File: src/verilog/dotGenPkg.sv
`default_nettype none

package dotGenPkg;

    // ------------------------------------------------------------------
    // pixel and coordinate widths
    // ------------------------------------------------------------------

    // one RGB dot, 8 bits per channel
    typedef logic [23:0] pixelT;

    // screen coordinate, wide enough for x and y alike
    typedef logic [11:0] coordT;

    // fifo entry: bit 24 flags the last dot of a frame
    typedef logic [24:0] fifoWordT;

    // ------------------------------------------------------------------
    // scan-out FSM
    // ------------------------------------------------------------------

    // IDLE   no tick this cycle
    // SHOW   tick with data, dot on the output
    // STARVE tick found the fifo empty
    typedef enum logic [1:0] {
        IDLE,
        SHOW,
        STARVE
    } scanStateT;

    // ------------------------------------------------------------------
    // colours
    // ------------------------------------------------------------------

    // royal blue, square colour at frame 0
    localparam pixelT SQUARE_BASE = 24'h4169E1;

endpackage

`default_nettype wire

File: src/verilog/scanPosGen.sv
`timescale 1ns/1ps
`default_nettype none

module scanPosGen #(
    parameter int pHdisplay = 640,
    parameter int pVdisplay = 480
)(
    input  logic            iSysClk,
    input  logic            rstN,
    input  logic            step,
    output dotGenPkg::coordT xPos,
    output dotGenPkg::coordT yPos,
    output logic            frameEnd
);

    import dotGenPkg::*;

    // last column / last row of the frame
    localparam coordT lpXLast = coordT'(pHdisplay - 1);
    localparam coordT lpYLast = coordT'(pVdisplay - 1);

    logic xWrap;
    logic yWrap;

    assign xWrap = (xPos == lpXLast);
    assign yWrap = (yPos == lpYLast);

    // high while sitting on the bottom right dot
    assign frameEnd = xWrap && yWrap;

    // ------------------------------------------------------------------
    // raster walk, one dot per step
    // ------------------------------------------------------------------
    always_ff @(posedge iSysClk or negedge rstN)
    begin
        if (!rstN)
        begin
            xPos <= '0;
            yPos <= '0;
        end
        else if (step)
        begin
            if (xWrap)
            begin
                xPos <= '0;
                // row advances only at end of line
                yPos <= yWrap ? coordT'(0) : yPos + coordT'(1);
            end
            else
            begin
                xPos <= xPos + coordT'(1);
            end
        end
    end

    // column never leaves the visible area
    xInRange : assert property (@(posedge iSysClk) disable iff (!rstN)
        xPos < coordT'(pHdisplay));

endmodule

`default_nettype wire

File: src/verilog/dotPainter.sv
`timescale 1ns/1ps
`default_nettype none

module dotPainter #(
    parameter int pSqX0     = 30,
    parameter int pSqX1     = 100,
    parameter int pSqY0     = 30,
    parameter int pSqY1     = 100,
    parameter int pFrameDiv = 60
)(
    input  logic               iSysClk,
    input  logic               rstN,
    input  logic               step,
    input  dotGenPkg::coordT    xPos,
    input  dotGenPkg::coordT    yPos,
    input  logic               frameEnd,
    output logic               wrEn,
    output dotGenPkg::fifoWordT wrData
);

    import dotGenPkg::*;

    // frame counter width of at least one bit
    localparam int lpCntW = (pFrameDiv > 1) ? $clog2(pFrameDiv) : 1;
    localparam logic [lpCntW-1:0] lpCntLast = lpCntW'(pFrameDiv - 1);

    logic              inSquare;
    logic [lpCntW-1:0] frameCnt;
    pixelT             sqColour;
    pixelT             dotColour;

    // ------------------------------------------------------------------
    // square hit test with inclusive bounds
    // ------------------------------------------------------------------
    assign inSquare = (xPos >= coordT'(pSqX0)) && (xPos <= coordT'(pSqX1)) &&
                      (yPos >= coordT'(pSqY0)) && (yPos <= coordT'(pSqY1));

    // black everywhere else
    assign dotColour = inSquare ? sqColour : pixelT'(0);

    // ------------------------------------------------------------------
    // frame divider and colour flip
    // ------------------------------------------------------------------
    always_ff @(posedge iSysClk or negedge rstN)
    begin
        if (!rstN)
        begin
            frameCnt <= '0;
            sqColour <= SQUARE_BASE;
        end
        else if (step && frameEnd)
        begin
            // last dot of frame just went out
            if (frameCnt == lpCntLast)
            begin
                frameCnt <= '0;
                sqColour <= ~sqColour;
            end
            else
            begin
                frameCnt <= frameCnt + 1'b1;
            end
        end
    end

    // write strobe follows step by one clock
    always_ff @(posedge iSysClk or negedge rstN)
    begin
        if (!rstN)
            wrEn <= 1'b0;
        else
            wrEn <= step;
    end

    // tagged dot captured with the stepped position
    always_ff @(posedge iSysClk)
    begin
        if (step)
            wrData <= {frameEnd, dotColour};
    end

    // a stepped frame end moves the raster off the last dot
    frameEndDrops : assert property (@(posedge iSysClk) disable iff (!rstN)
        step && frameEnd |=> !frameEnd);

endmodule

`default_nettype wire

File: src/verilog/pixelFifo.sv
`timescale 1ns/1ps
`default_nettype none

module pixelFifo #(
    parameter int pFifoDepth = 16
)(
    input  logic               iSysClk,
    input  logic               rstN,
    input  logic               wrEn,
    input  dotGenPkg::fifoWordT wrData,
    input  logic               pop,
    output dotGenPkg::fifoWordT rdData,
    output logic               empty,
    output logic               almostFull
);

    import dotGenPkg::*;

    localparam int lpAw = $clog2(pFifoDepth);

    fifoWordT        mem [pFifoDepth];
    logic [lpAw-1:0] wrPtr;
    logic [lpAw-1:0] rdPtr;
    logic [lpAw:0]   count;
    logic            full;

    // ------------------------------------------------------------------
    // status levels
    // ------------------------------------------------------------------
    assign empty = (count == '0);
    assign full  = (count == (lpAw+1)'(pFifoDepth));

    // one slot or less left, room for the write in flight
    assign almostFull = (count >= (lpAw+1)'(pFifoDepth - 1));

    // head always visible
    assign rdData = mem[rdPtr];

    // storage, no reset on the array
    always_ff @(posedge iSysClk)
    begin
        if (wrEn)
            mem[wrPtr] <= wrData;
    end

    // pointers wrap naturally, depth is a power of two
    always_ff @(posedge iSysClk or negedge rstN)
    begin
        if (!rstN)
        begin
            wrPtr <= '0;
            rdPtr <= '0;
            count <= '0;
        end
        else
        begin
            if (wrEn)
                wrPtr <= wrPtr + 1'b1;
            if (pop)
                rdPtr <= rdPtr + 1'b1;
            // occupancy, simultaneous push and pop cancel
            case ({wrEn, pop})
                2'b10:   count <= count + 1'b1;
                2'b01:   count <= count - 1'b1;
                default: count <= count;
            endcase
        end
    end

    // gate upstream must keep writes off a full fifo
    noOverflow : assert property (@(posedge iSysClk) disable iff (!rstN)
        full |-> !wrEn);

    // consumer only pops what is there
    noUnderflow : assert property (@(posedge iSysClk) disable iff (!rstN)
        empty |-> !pop);

endmodule

`default_nettype wire

File: src/verilog/scanOut.sv
`timescale 1ns/1ps
`default_nettype none

module scanOut (
    input  logic               iSysClk,
    input  logic               rstN,
    input  logic               pixTick,
    input  dotGenPkg::fifoWordT rdData,
    input  logic               empty,
    output logic               pop,
    output dotGenPkg::pixelT    pixel,
    output logic               vd,
    output logic               fe,
    output logic               underrun
);

    import dotGenPkg::*;

    scanStateT state;
    scanStateT stateNext;
    logic      tagQ;

    // take the head on a tick when there is one
    assign pop = pixTick && !empty;

    // ------------------------------------------------------------------
    // next state, decided by this cycle's tick only
    // ------------------------------------------------------------------
    always_comb
    begin
        if (!pixTick)
            stateNext = IDLE;
        else if (empty)
            stateNext = STARVE;
        else
            stateNext = SHOW;
    end

    always_ff @(posedge iSysClk or negedge rstN)
    begin
        if (!rstN)
            state <= IDLE;
        else
            state <= stateNext;
    end

    // dot and its frame tag, held until the next pop
    always_ff @(posedge iSysClk)
    begin
        if (pop)
        begin
            pixel <= rdData[23:0];
            tagQ  <= rdData[24];
        end
    end

    // outputs decoded from the state register
    assign vd       = (state == SHOW);
    assign underrun = (state == STARVE);
    // frame end rides on the valid cycle only
    assign fe       = vd && tagQ;

endmodule

`default_nettype wire

File: src/verilog/dotGenTop.sv
`timescale 1ns/1ps
`default_nettype none

module dotGenTop #(
    parameter int pHdisplay  = 640,
    parameter int pVdisplay  = 480,
    parameter int pSqX0      = 30,
    parameter int pSqX1      = 100,
    parameter int pSqY0      = 30,
    parameter int pSqY1      = 100,
    parameter int pFrameDiv  = 60,
    parameter int pFifoDepth = 16
)(
    input  logic            iSysClk,
    input  logic            rstN,
    input  logic            run,
    input  logic            pixTick,
    output dotGenPkg::pixelT pixel,
    output logic            vd,
    output logic            fe,
    output logic            underrun
);

    import dotGenPkg::*;

    coordT    xPos;
    coordT    yPos;
    logic     frameEnd;
    logic     step;
    logic     wrEn;
    fifoWordT wrData;
    fifoWordT rdData;
    logic     empty;
    logic     almostFull;
    logic     pop;

    // advance only while enabled and the fifo has room
    assign step = run && !almostFull;

    // ------------------------------------------------------------------
    // producer
    // ------------------------------------------------------------------
    scanPosGen #(
        .pHdisplay (pHdisplay),
        .pVdisplay (pVdisplay)
    ) scanPosGen_i (
        .iSysClk  (iSysClk),
        .rstN     (rstN),
        .step     (step),
        .xPos     (xPos),
        .yPos     (yPos),
        .frameEnd (frameEnd)
    );

    dotPainter #(
        .pSqX0     (pSqX0),
        .pSqX1     (pSqX1),
        .pSqY0     (pSqY0),
        .pSqY1     (pSqY1),
        .pFrameDiv (pFrameDiv)
    ) dotPainter_i (
        .iSysClk  (iSysClk),
        .rstN     (rstN),
        .step     (step),
        .xPos     (xPos),
        .yPos     (yPos),
        .frameEnd (frameEnd),
        .wrEn     (wrEn),
        .wrData   (wrData)
    );

    // ------------------------------------------------------------------
    // buffer and consumer
    // ------------------------------------------------------------------
    pixelFifo #(
        .pFifoDepth (pFifoDepth)
    ) pixelFifo_i (
        .iSysClk    (iSysClk),
        .rstN       (rstN),
        .wrEn       (wrEn),
        .wrData     (wrData),
        .pop        (pop),
        .rdData     (rdData),
        .empty      (empty),
        .almostFull (almostFull)
    );

    scanOut scanOut_i (
        .iSysClk  (iSysClk),
        .rstN     (rstN),
        .pixTick  (pixTick),
        .rdData   (rdData),
        .empty    (empty),
        .pop      (pop),
        .pixel    (pixel),
        .vd       (vd),
        .fe       (fe),
        .underrun (underrun)
    );

endmodule

`default_nettype wire

File: config.mk
export PLATFORM = sky130hd
export DESIGN_NAME = dotGenTop
export DESIGN_NICKNAME = d
export VERILOG_FILES = /design/src/verilog/dotGenPkg.sv /design/src/verilog/scanPosGen.sv /design/src/verilog/dotPainter.sv /design/src/verilog/pixelFifo.sv /design/src/verilog/scanOut.sv /design/src/verilog/dotGenTop.sv
export SDC_FILE = /design/constraint.sdc
export NUM_CORES = 1
export LEC_CHECK = 0
export BUFFER_PORTS_ARGS = -buffer_cell sky130_fd_sc_hd__buf_2
export CAP_MARGIN = 10
export CORE_ASPECT_RATIO = 0.5
export CORE_MARGIN = 5
export CORE_UTILIZATION = 40
export CTS_BUF_LIST = sky130_fd_sc_hd__clkbuf_2 sky130_fd_sc_hd__clkbuf_4 sky130_fd_sc_hd__clkbuf_8
export DETAILED_ROUTE_END_ITERATION = 10
export PLACE_DENSITY = 0.61
export SETUP_SLACK_MARGIN = 0.1
export SYNTH_ARGS = -nofsm -noshare
export SYNTH_HDL_FRONTEND = slang
export SYNTH_SLANG_ARGS = --single-unit
File: constraint.sdc
create_clock -name iSysClk -period 6 [get_ports iSysClk]
set_clock_uncertainty 0.15 [all_clocks]
set_input_delay 1.2 -clock iSysClk [delete_from_list [all_inputs] [get_ports iSysClk]]
set_output_delay 1.2 -clock iSysClk [all_outputs]
set_load 0.01 [all_outputs]
======== Yosys cells after proc, flatten, opt, wreduce, memory -nomap -nowiden ========
Memories as Yosys holds them, arrays and structs flattened. A register that Yosys moved wholly into a read port is not among the register bits.
Cells that the tools add are included.
operators by class
  $add $sub $neg .......................... 7
  $lt $le $gt $ge ......................... 5
  eq/ne operators ......................... 7
  mux-type cells .......................... 8
  bitwise logic cells ..................... 1
  reductions and logical operators ........ 14
operators by type and width
  kind                     number
  $add A12 B1 Y12 const B  2
  $ge A12 B5 Y1 const B    2
  $le A12 B7 Y1 const B    2
  $mux W12                 2
  $not A24 Y24             1
  $eq A12 B10 Y1 const B   1
  $eq A12 B9 Y1 const B    1
  $pmux W5 S2              1
  $add A4 B1 Y4 const B    2
  $logic_and A1 B1 Y1      8
  $add A6 B1 Y6 const B    1
  $eq A6 B6 Y1 const B     1
  $mux W6                  1
  $add A5 B1 Y5 const B    1
  $ge A5 B4 Y1 const B     1
  $logic_not A5 Y1         1
  $sub A5 B1 Y5 const B    1
  $eq A2 B1 Y1 const B     2
  $eq A2 B2 Y1 const B     2
  $mux W2                  2
  $reduce_and A2 Y1        2
  $logic_not A1 Y1         2
  $mux W1                  2
  $reduce_bool A2 Y1       1
word-level totals
  bits in registers ....................... 95
  bits in writable memories ............... 400
  word-level logic and storage cells ...... 54
  memories ................................ 1
memory list
  memory           words  bits a word  read ports  clocked after memory_dff  write ports  line             text
  pixelFifo_i.mem  16     25           1           1                         1            pixelFifo.sv:21  fifoWordT mem [pFifoDepth];

======== Longest topological paths before layout ========
Gate-level depths: netlist (run 1).
  depth in word-level cells ............... 5
  depth in mapped cells ................... 10
  gate-level depth less buffers ........... 9

======== Cells and area by module ========
From an unflattened synthesis (run 1), not the netlist that was laid out.
second synthesis, totals
  cell total of the unflattened synthesis .. 1047
  area, all modules ....................... 20697.4 sq um
by module, submodules not included
  module      times used  cells an instance  area an instance (sq um)  seq. area each (sq um)
  pixelFifo   1           705                16175.5                   12336.8
  dotPainter  1           184                2419.8                    1539.0
  scanPosGen  1           125                1249.9                    600.6
  scanOut     1           32                 838.3                     800.8
  dotGenTop   1           1                  13.8                      0.0

======== Worst setup path before layout (run 1) ========
No wires, ideal clock.
  path kind ............................... input-to-reg
  start ................................... input pixTick
  end ..................................... register pixelFifo_i.count[4]
  library setup time ...................... 0.079 ns
  arrival time ............................ 3.442 ns
  required time ........................... 5.771 ns
  slack ................................... 2.329 ns
  stages .................................. 8
  path buffers ............................ 0
  cell sequence ........................... o31a_1 -> ha_1 -> xor2_1 -> ha_1 -> a21o_1 -> a21oi_1 -> a2111oi_2 -> xor2_1
between the ends
  word-level cells in the longest chain between the ends .. 3
  elaborated cells between the ends (all ways) .. 5
  classes of those cells .................. eq/ne: 2; mux: 1; reduce/logical: 2
RTL lines
  what                                                      line             text
  start: declaration                                        dotGenTop.sv:17  input logic pixTick,
  $logic_and A1 B1 Y1 (*)                                   scanOut.sv:24    assign pop = pixTick && !empty;
  $eq A2 B1 Y1 / $eq A2 B2 Y1 (equally long branches)       pixelFifo.sv:62  case ({wrEn, pop})
  $pmux W5 S2 / $reduce_bool A2 Y1 (equally long branches)  n/a
  end signal: assignment                                    pixelFifo.sv:63  2'b10: count <= count + 1'b1;
  end signal: assignment                                    pixelFifo.sv:64  2'b01: count <= count - 1'b1;
  end signal: assignment                                    pixelFifo.sv:65  default: count <= count;
  end: declaration                                          pixelFifo.sv:24  logic [lpAw:0] count;
Mark *: on every way between the ends. The rest lies on a longest branch, timed or not.
A chain may end at the register's enable or synchronous reset.

======== Worst setup path after layout (run 1) ========
  start ................................... input run
  end ..................................... register dotPainter_i.sqColour[12]
between the ends
  word-level cells in the longest chain between the ends .. 3
RTL lines
  what                                line              text
  start: declaration                  dotGenTop.sv:16   input logic run,
  $logic_and A1 B1 Y1                 dotGenTop.sv:38   assign step = run && !almostFull;
  $logic_and A1 B1 Y1                 dotPainter.sv:51  else if (step && frameEnd)
  $reduce_and A2 Y1 (no source line)  n/a
  end signal: assignment              dotPainter.sv:57  sqColour <= ~sqColour;
  end: declaration                    dotPainter.sv:29  pixelT sqColour;
Every way passes these cells.

==> metrics.md, run 1 <==
| Metric | Value |
|---|---|
| Die H | 169 um |
| Yosys reg bits | 520 |
| Layout Cells excl Fill | 1762 |
| Crit-path max FO | 26 |
| Crit path buffers/inverters | 2 |
| Die Wd | 328 um |
| Crit share post-route | 0.590 |
| DRT Pass-1 Iters | 5 |
| CTS Buf Count | 77 |
| WP data arrival | 3.89 ns |
| Maximum number of pins on one net before global-route repair | 96 |
| Wire per inst | 23.6 um |
| Switching portion of total power | 0.276 |
| Fin. max-slew vios | 0 |
| Final hold viol count | 0 |
| Die area | 55400 um2 |
| DP HPWL | 21700 um |
| DR vias/cell | 5.49 |
| CTS tree | built |
| Clock power share | 0.295 |
| GP Congestion | 0.756 |
| Worst path max stage delay | 0.82 ns |
| Post-Syn Area per Cell | 21.2 um2 |
| Maximum clock rate | 282 MHz |
| Pwr Density | 437 nW/um2 |
| Post-synth cell types | 56 |
| Routed vias | 9665 |
| IO Pins | 31 |
| DR iter-0 viols | 932 |
| Worst r2r src | pixelFifo_i.count[4]$_DFFE_PN0P_ |
| Global-route usage over all layers | 0.153 |
| Hold Crit Class | reg -> reg |
| Yosys warnings | 0 |
| Leakage power | 7.56 nW |
| Internal | 7.24 mW |
| Layout area overhead | 13.2% |
| Post-synthesis sequential area ratio | 0.756 |
| H-Tree Depth | 3 |
| Pre-CTS setup slack | 1.82 ns |
| Worst path slowest cell | inv_1 |
| Ant diodes | 0 |
| CTS Buffer Depth | 3 |
| Antenna violations before repair | 0 |
| Synthesized netlist net count | 972 |
| Post-CTS Setup Bufs | 0 |
| PortBufs | 30 |
| Logic pwr share | 0.212 |
| Clk slew on worst S/H paths | 0.06 ns |
| Post_cts resized | 0 |
| Status | finished clean |
| Placed Cells | 1620 |
| Setup_tns | 0 ns |
| Hold_ws | 0.320 ns |
| Vias in the first global route | 10.2k |
| # Max-Cap Violations | 0 |
| Tmin final | 3.54 ns |
| Post-synth top cells | edfxtp_1, mux4_2, dfrtp_1 |
| Post-CTS Hold Fix Bufs | 0 |
| Crit Path Class | in -> reg |
| Crit path capture type | flop |
| Post-synth top flop | edfxtp_1 |
| DRC errors left | 0 |
| Rows | 58 |
| Aggregate global routing overflow | 0 |
| Type of origin of the critical path | input pin |
| Top-count cell post-synth | edfxtp_1 |
| Post-synth top area cell | edfxtp_1 |
| Fillers | 4183 |
| Switching pwr | 2.76 mW |
| Area of the mapped netlist | 20200 um2 |
| Least-Margin Pin Slew | 0.954 ns |
| Clk sinks | 520 |
| Synth top area share | 0.669 |
| Final core occ | 0.457 |
| Core Footprint | 50100 um2 |
| Global-route wire length before repair | 63800 um |
| Root Driver | clkbuf_8 |
| Initial Util | 0.404 |
| Worst VDD drop | 0.000355 V |
| Worst-Skew Late Latency | 0.62 ns |
| Worst setup margin | 2.46 ns |
| Worst setup startpoint | run |
| Unrepaired setup endpoints after global routing | false |
| Slew HR | 0.364 |
| Main area contributors after synthesis | edfxtp_1, mux4_2, dfrtp_1 |
| Nets | 1056 |
| DRT antenna net count | 0 |
| Final setup viols | 0 |
| Fraction of registers with async set/reset | 0.135 |
| Worst hold path startpoint | dotPainter_i.sqColour[2]$_DFFE_PN0P_ |
| Worst-path cell chain | buf_2 > nor2b_1 > nand2_1 > inv_1 > nand4_4 > xnor2_1 |
| EDFF count, synth | 450 |
| Dominant delay contributor by cell family on the critical path | simple AND/OR/NAND/NOR gates |
| Layout cells sized above 1 | 0.320 |
| Seq pwr share | 0.494 |
| Synth Instances | 955 |
| WP data required | 6.35 ns |
| Post-Route WL | 41500 um |
[per-stage QoR]
| step | total power [mW] | cell area, um2 |
|---|---|---|
| 2_1_floorplan | 6.47 | 20200 |
| 3_3_place_gp | 7.11 | 21300 |
| 3_5_place_dp | 7.18 | 21300 |
| 4_1_cts | 10.1 | 22900 |
| 5_1_grt | 10.5 | 22900 |
| 6_report | 10.0 | 22900 |
[cell families (layout without fill, tap and decap cells)]
family	count (synthesis)	after routing	synth area share
xor gates and xnor gates	47	47	0.0204
buffers and inverters	59	206	0.0139
and+or+nand+nor	140	140	0.0427
adders and majority gates	13	13	0.00805
AOI/OAI and AO/OA	45	45	0.0165
DFF	520	520	0.756
muxes	131	131	0.143
[worst register-to-register path, stage by stage, from the launching register on]
cell and delay (ns):
dfrtp_1 0.41, nor2b_1 0.27, nand2_1 0.38, inv_1 0.82
nand4_4 0.73, xnor2_1 0.42
[cells in the final DEF, fill, tap and decap left out, types with 10 or more instances in the layout]
cell type  count
xnor2_1       34
nand3_1       11
dfstp_2       10
buf_4         25
dfrtp_1       57
nor2_4        12
nand2_1       20
nor2_1        10
clkinv_1      10
clkbuf_8      84
ha_1          13
nor4b_1       25
buf_2         29
nand4_1       14
mux4_2       125
xor2_1        13
edfxtp_1     450
clkbuf_4      42
[routing by layer]
metal / part of all wire / wire length [um] / track usage / vias up
met5: 0 / 0 / 0 / -
met4: 0.016 / 674 / 0.0413 / 0
met3: 0.057 / 2360 / 0.0322 / 66
met2: 0.48 / 20100 / 0.244 / 292
met1: 0.44 / 18400 / 0.216 / 5178
li1: - / - / - / 4129
[sequential cells by signal, indices dropped and copies added, names as in the netlist]
name and count:
scanOut_i.state 2, pixelFifo_i.wrPtr 4, dotPainter_i.wrData 25, pixelFifo_i.count 5
dotPainter_i.frameCnt 6, pixelFifo_i.mem 400, scanOut_i.tagQ 1, scanPosGen_i.xPos 12
dotPainter_i.wrEn 1, scanPosGen_i.yPos 12, pixelFifo_i.rdPtr 4, scanOut_i.pixel 24
dotPainter_i.sqColour 24
[final timing paths]
path                                                         end  slack, ns  depth (start not counted)
hold reg to reg             dotPainter_i.sqColour[2]$_DFFE_PN0P_       0.32                          1
max in group asynchronous       pixelFifo_i.rdPtr[0]$_DFFE_PN0P_       4.43                          1
setup / recovery           dotPainter_i.sqColour[12]$_DFFE_PN0P_       2.46                          6
min in group asynchronous       pixelFifo_i.count[0]$_DFFE_PN0P_       0.57                          1
hold / removal              dotPainter_i.sqColour[2]$_DFFE_PN0P_       0.32                          1
setup reg to reg           dotPainter_i.sqColour[12]$_DFFE_PN0P_       2.70                          5
[cell type report]
type,count,area [um2],area share
Sequential cell,520,15300,0.668
Multi-Input combinational cell,376,4780,0.209
Clock buffer,126,1470,0.0643
Tap cell,660,826,0.0361
Timing Repair Buffer,55,353,0.0154
Clock inverter,16,131,0.00574
Inverter,9,33.8,0.00148
[power groups by stage]
stage	Sequential, mW	Combinational [mW]	Clock (mW)
after floorplan	4.79	1.68	0
after global placement	4.98	2.13	0
after detailed placement	5.02	2.16	0
after CTS	4.95	2.16	3.02
after global routing	5.00	2.28	3.20
final	4.93	2.12	2.95
(Power assumes the default switching activity.)
==> run 2, diff against run 1 <==
--- a/config.mk
+++ b/config.mk
@@ -5,6 +5,7 @@
 export SDC_FILE = /design/constraint.sdc
 export NUM_CORES = 1
 export LEC_CHECK = 0
+export ABC_AREA = 1
 export BUFFER_PORTS_ARGS = -buffer_cell sky130_fd_sc_hd__buf_2
 export CAP_MARGIN = 10
 export CORE_ASPECT_RATIO = 0.5
==> constraint.sdc (replaced) <==
create_clock -name iSysClk -period 3.7 [get_ports iSysClk]
set_clock_uncertainty 0.15 [all_clocks]
set_input_delay 0.74 -clock iSysClk [delete_from_list [all_inputs] [get_ports iSysClk]]
set_output_delay 0.74 -clock iSysClk [all_outputs]
set_load 0.01 [all_outputs]
==> run 2 against run 1 <==
  * Combinational power up 140%
  * Core utilization down 0.32 points
  * Critical path type is now reg -> reg
  * Count of clock-buffer cells in the layout down 8
  * Critical endpoint is now scanOut_i.pixel[2]$_DFFE_PP_
==> metrics.md, run 2 <==
| Metric | Value |
|---|---|
| WP data arrival | 2.83 ns (-1.06 ns) |
| Post-Synth XOR/XNOR Area | 0.00566 (-0.0147) |
| Ant diodes | 0 (unchanged) |
| Initial Util | 0.404 (about the same) |
| Root Driver | clkbuf_8 |
| Fillers | 4785 (+14%) |
| Placed Area | 22700 um2 (+6.6%) |
| Met1 WL | 23400 um (+27%) |
| CTS tree | built |
| Yosys warnings | 0 (unchanged) |
| Global-route usage over all layers | 0.172 (+0.0196) |
| Aggregate global routing overflow | 0 (unchanged) |
| Clk slew on worst S/H paths | 0.06 ns (about the same) |
| Synth top area share | 0.623 (-0.0454) |
| Most frequent cells in the layout | edfxtp_1, nor2_1, nand2_1 |
| Area of the mapped netlist | 21700 um2 (+7.3%) |
| Post-synth top cells | edfxtp_1, nor2_1, nand2_1 |
| Die Wd | 339 um (+3.5%) |
| H-Tree Depth | 3 (unchanged) |
| Placed Cells | 2498 (+54%) |
| DR iter-0 viols | 1287 (+38%) |
| Layout cells sized above 1 | 0.142 (-0.178) |
| Post-synth top flop | edfxtp_1 |
| Worst-Skew Late Latency | 0.65 ns (+0.03 ns) |
| Adder-cell share of the synthesized area | 0.00750 (-0.000547) |
| Post_cts resized | 0 (unchanged) |
| Post-route cell area | 24400 um2 (+6.5%) |
| Leakage power | 8.72 nW (+15%) |
| Routed vias | 13.8k (+43%) |
| Least-Margin Pin Slew | 1.03 ns (+0.0791 ns) |
| Core Footprint | 53700 um2 (+7.2%) |
| DRT Pass-1 Iters | 6 (+1) |
| Global-route wire length before repair | 79100 um (+24%) |
| DR vias/cell | 5.23 (-4.6%) |
| Power consumption | 18.1 mW (+81%) |
| Largest family of logic cells by synthesized area | simple AND/OR/NAND/NOR gates |
| DR top layer | met4 |
| Nets | 1883 (+78%) |
| Vias in the first global route | 13.6k (+33%) |
| Post-synth cell types | 42 (-25%) |
| Final hold viol count | 0 (unchanged) |
| Post-synthesis sequential area ratio | 0.705 (-0.0513) |
| Post-CTS Setup Bufs | 0 (unchanged) |
| Worst path max stage delay | 0.67 ns (-0.15 ns) |
| Main area contributors after synthesis | edfxtp_1, dfrtp_1, nor2_1 |
| Crit path buffers/inverters | 2 (unchanged) |
| FF+latch area | 15300 um2 (unchanged) |
| Post-CTS Hold Fix Bufs | 0 (unchanged) |
| Final setup viols | 0 (unchanged) |
| Yosys reg bits | 520 (unchanged) |
| Post-synth top area cell | edfxtp_1 |
| WP data required | 4.05 ns (-2.30 ns) |
| Fraction of registers with async set/reset | 0.135 (unchanged) |
| IO Pins | 31 (unchanged) |
| Area of the multi-input gates | 5470 um2 (+14%) |
| DP HPWL | 25300 um (+16%) |
| Worst path slowest cell | inv_4 |
| Dominant delay contributor by cell family on the critical path | buffers and inverters |
| Post-Syn Area per Cell | 11.9 um2 (-44%) |
| CTS Buf Count | 79 (+2.6%) |
| Die H | 175 um (+3.4%) |
| Crit Path Class | reg -> reg |
| Layout area overhead | 12.3% |
| CTS Buffer Depth | 3 (unchanged) |
| Worst-path cell chain | inv_4 > buf_4 > nor2_1 > nor2_1 > o21ai_0 > nand3_1 > nand3_1 > nand2_1 |
| Clk sinks | 520 (unchanged) |
| PortBufs | 30 (unchanged) |
| Synthesized netlist net count | 1835 (+89%) |
| GP Congestion | 0.775 (+2.5%) |
| Crit-path max FO | 79 (+200%) |
| Fin. max-slew vios | 0 (unchanged) |
| Synth Area in Compound Gates | 0.0878 (+0.0713) |
| Rows | 60 (+3.4%) |
| Layout Cells excl Fill | 2644 (+50%) |
| Wire length on met3 | 3100 um (+32%) |
| Post-Route WL | 50900 um (+23%) |
| Unrepaired setup endpoints after global routing | false |
| Crit path capture type | flop |
| EDFF count, synth | 450 (unchanged) |
| Wire per inst | 19.3 um (-18%) |
| Top-count cell post-synth | edfxtp_1 |
| Setup_tns | 0 ns (unchanged) |
| Top flop regs | pixelFifo_i.mem x400, dotPainter_i.wrData x25 |
| Type of origin of the critical path | flop |
| Top reg by flops | pixelFifo_i.mem |
| Simple-Gate Fraction of Synth Area | 0.146 (+0.103) |
| Antenna violations before repair | 0 (unchanged) |
| Most common cell after layout, fill and taps aside | edfxtp_1 |
| DRC errors left | 0 (unchanged) |
| Multiplexer share of the synthesized area | 0 (-0.143) |
| DRT antenna net count | 0 (unchanged) |
| # Max-Cap Violations | 0 (unchanged) |
| Synth Instances | 1818 (+90%) |
| Tmin final | 2.48 ns |
| Maximum clock rate | 403 MHz |
| Slew HR | 0.311 (-0.0527) |
| Crit share post-route | 0.671 |
| Hold Crit Class | in -> async |
| Maximum number of pins on one net before global-route repair | 145 (+51%) |
| Pwr Density | 742 nW/um2 (+70%) |
| Max reg flops | 400 (unchanged) |
| Status | finished clean |
| Detailed-routed wire length on met2 | 23500 um (+17%) |
| Hold_ws | 0.0606 ns (-0.259 ns) |
| Worst VDD drop | 0.000516 V (+46%) |
| Die area | 59200 um2 (+7.0%) |
run 2: cell count changes after synthesis, moves of 112 or more:
cell | previous run | this run
inv_1 | 9 | 121
nor2_1 | 22 | 321
nand2_1 | 20 | 212
mux4_2 | 125 | 0
o21ai_0 | 7 | 173
nand3_1 | 11 | 127
run 2: area by class of cell:
cell class,count,area share
timing repair buffer,66,0.0225
inverter,130,0.0201
clock inverter,28,0.00801
sequential,520,0.628
tap,713,0.0366
clock buffer,118,0.0608
multi-input combinational,1069,0.224
run 2: per-layer routing:
layer | vias to the layer above | global-route usage
li1 | 6494 | -
met2 | 416 | 0.279
met3 | 73 | 0.0317
met1 | 6858 | 0.240
met5 | - | 0
met4 | 0 | 0.0499
run 2: worst paths after layout:
kind / startpoint / slack, ns / cells past startpoint / to
max in group asynchronous: rstN / 2.53 / 2 / dotPainter_i.sqColour[7]$_DFFE_PN1P_
max reg2reg: pixelFifo_i.rdPtr[0]$_DFFE_PN0P_ / 1.22 / 8 / scanOut_i.pixel[2]$_DFFE_PP_
min reg2reg: dotPainter_i.sqColour[13]$_DFFE_PN1P_ / 0.31 / 2 / dotPainter_i.sqColour[13]$_DFFE_PN1P_
min in group iSysClk: pixTick / 0.16 / 3 / scanOut_i.state[1]$_DFF_PN0_
max: pixelFifo_i.rdPtr[0]$_DFFE_PN0P_ / 1.22 / 8 / scanOut_i.pixel[2]$_DFFE_PP_
min: rstN / 0.06 / 1 / scanPosGen_i.yPos[5]$_DFFE_PN0P_
run 2: cells by family (layout without fill, tap and decap cells):
group                      after synthesis  in the layout
AOI/OAI and AO/OA                      316            316
xor gates and xnor gates                14             14
adders and majority gates               13             13
buffers and inverters                  229            342
DFF                                    520            520
and+or+nand+nor                        726            726
run 2: report_power, final:
part | internal (mW) | switching, mW | total, mW
logic | 1.53 | 3.61 | 5.14
registers | 7.45 | 0.526 | 7.98
clock network | 2.72 | 2.24 | 4.95
total | 11.7 | 6.38 | 18.1
run 2: metrics by stage:
step	setup slack, ns	util
2_1_floorplan	0.854	-
3_3_place_gp	1.13	0.423
3_5_place_dp	1.09	0.423
4_1_cts	1.23	0.454
5_1_grt	1.01	0.454
6_report	1.22	0.454
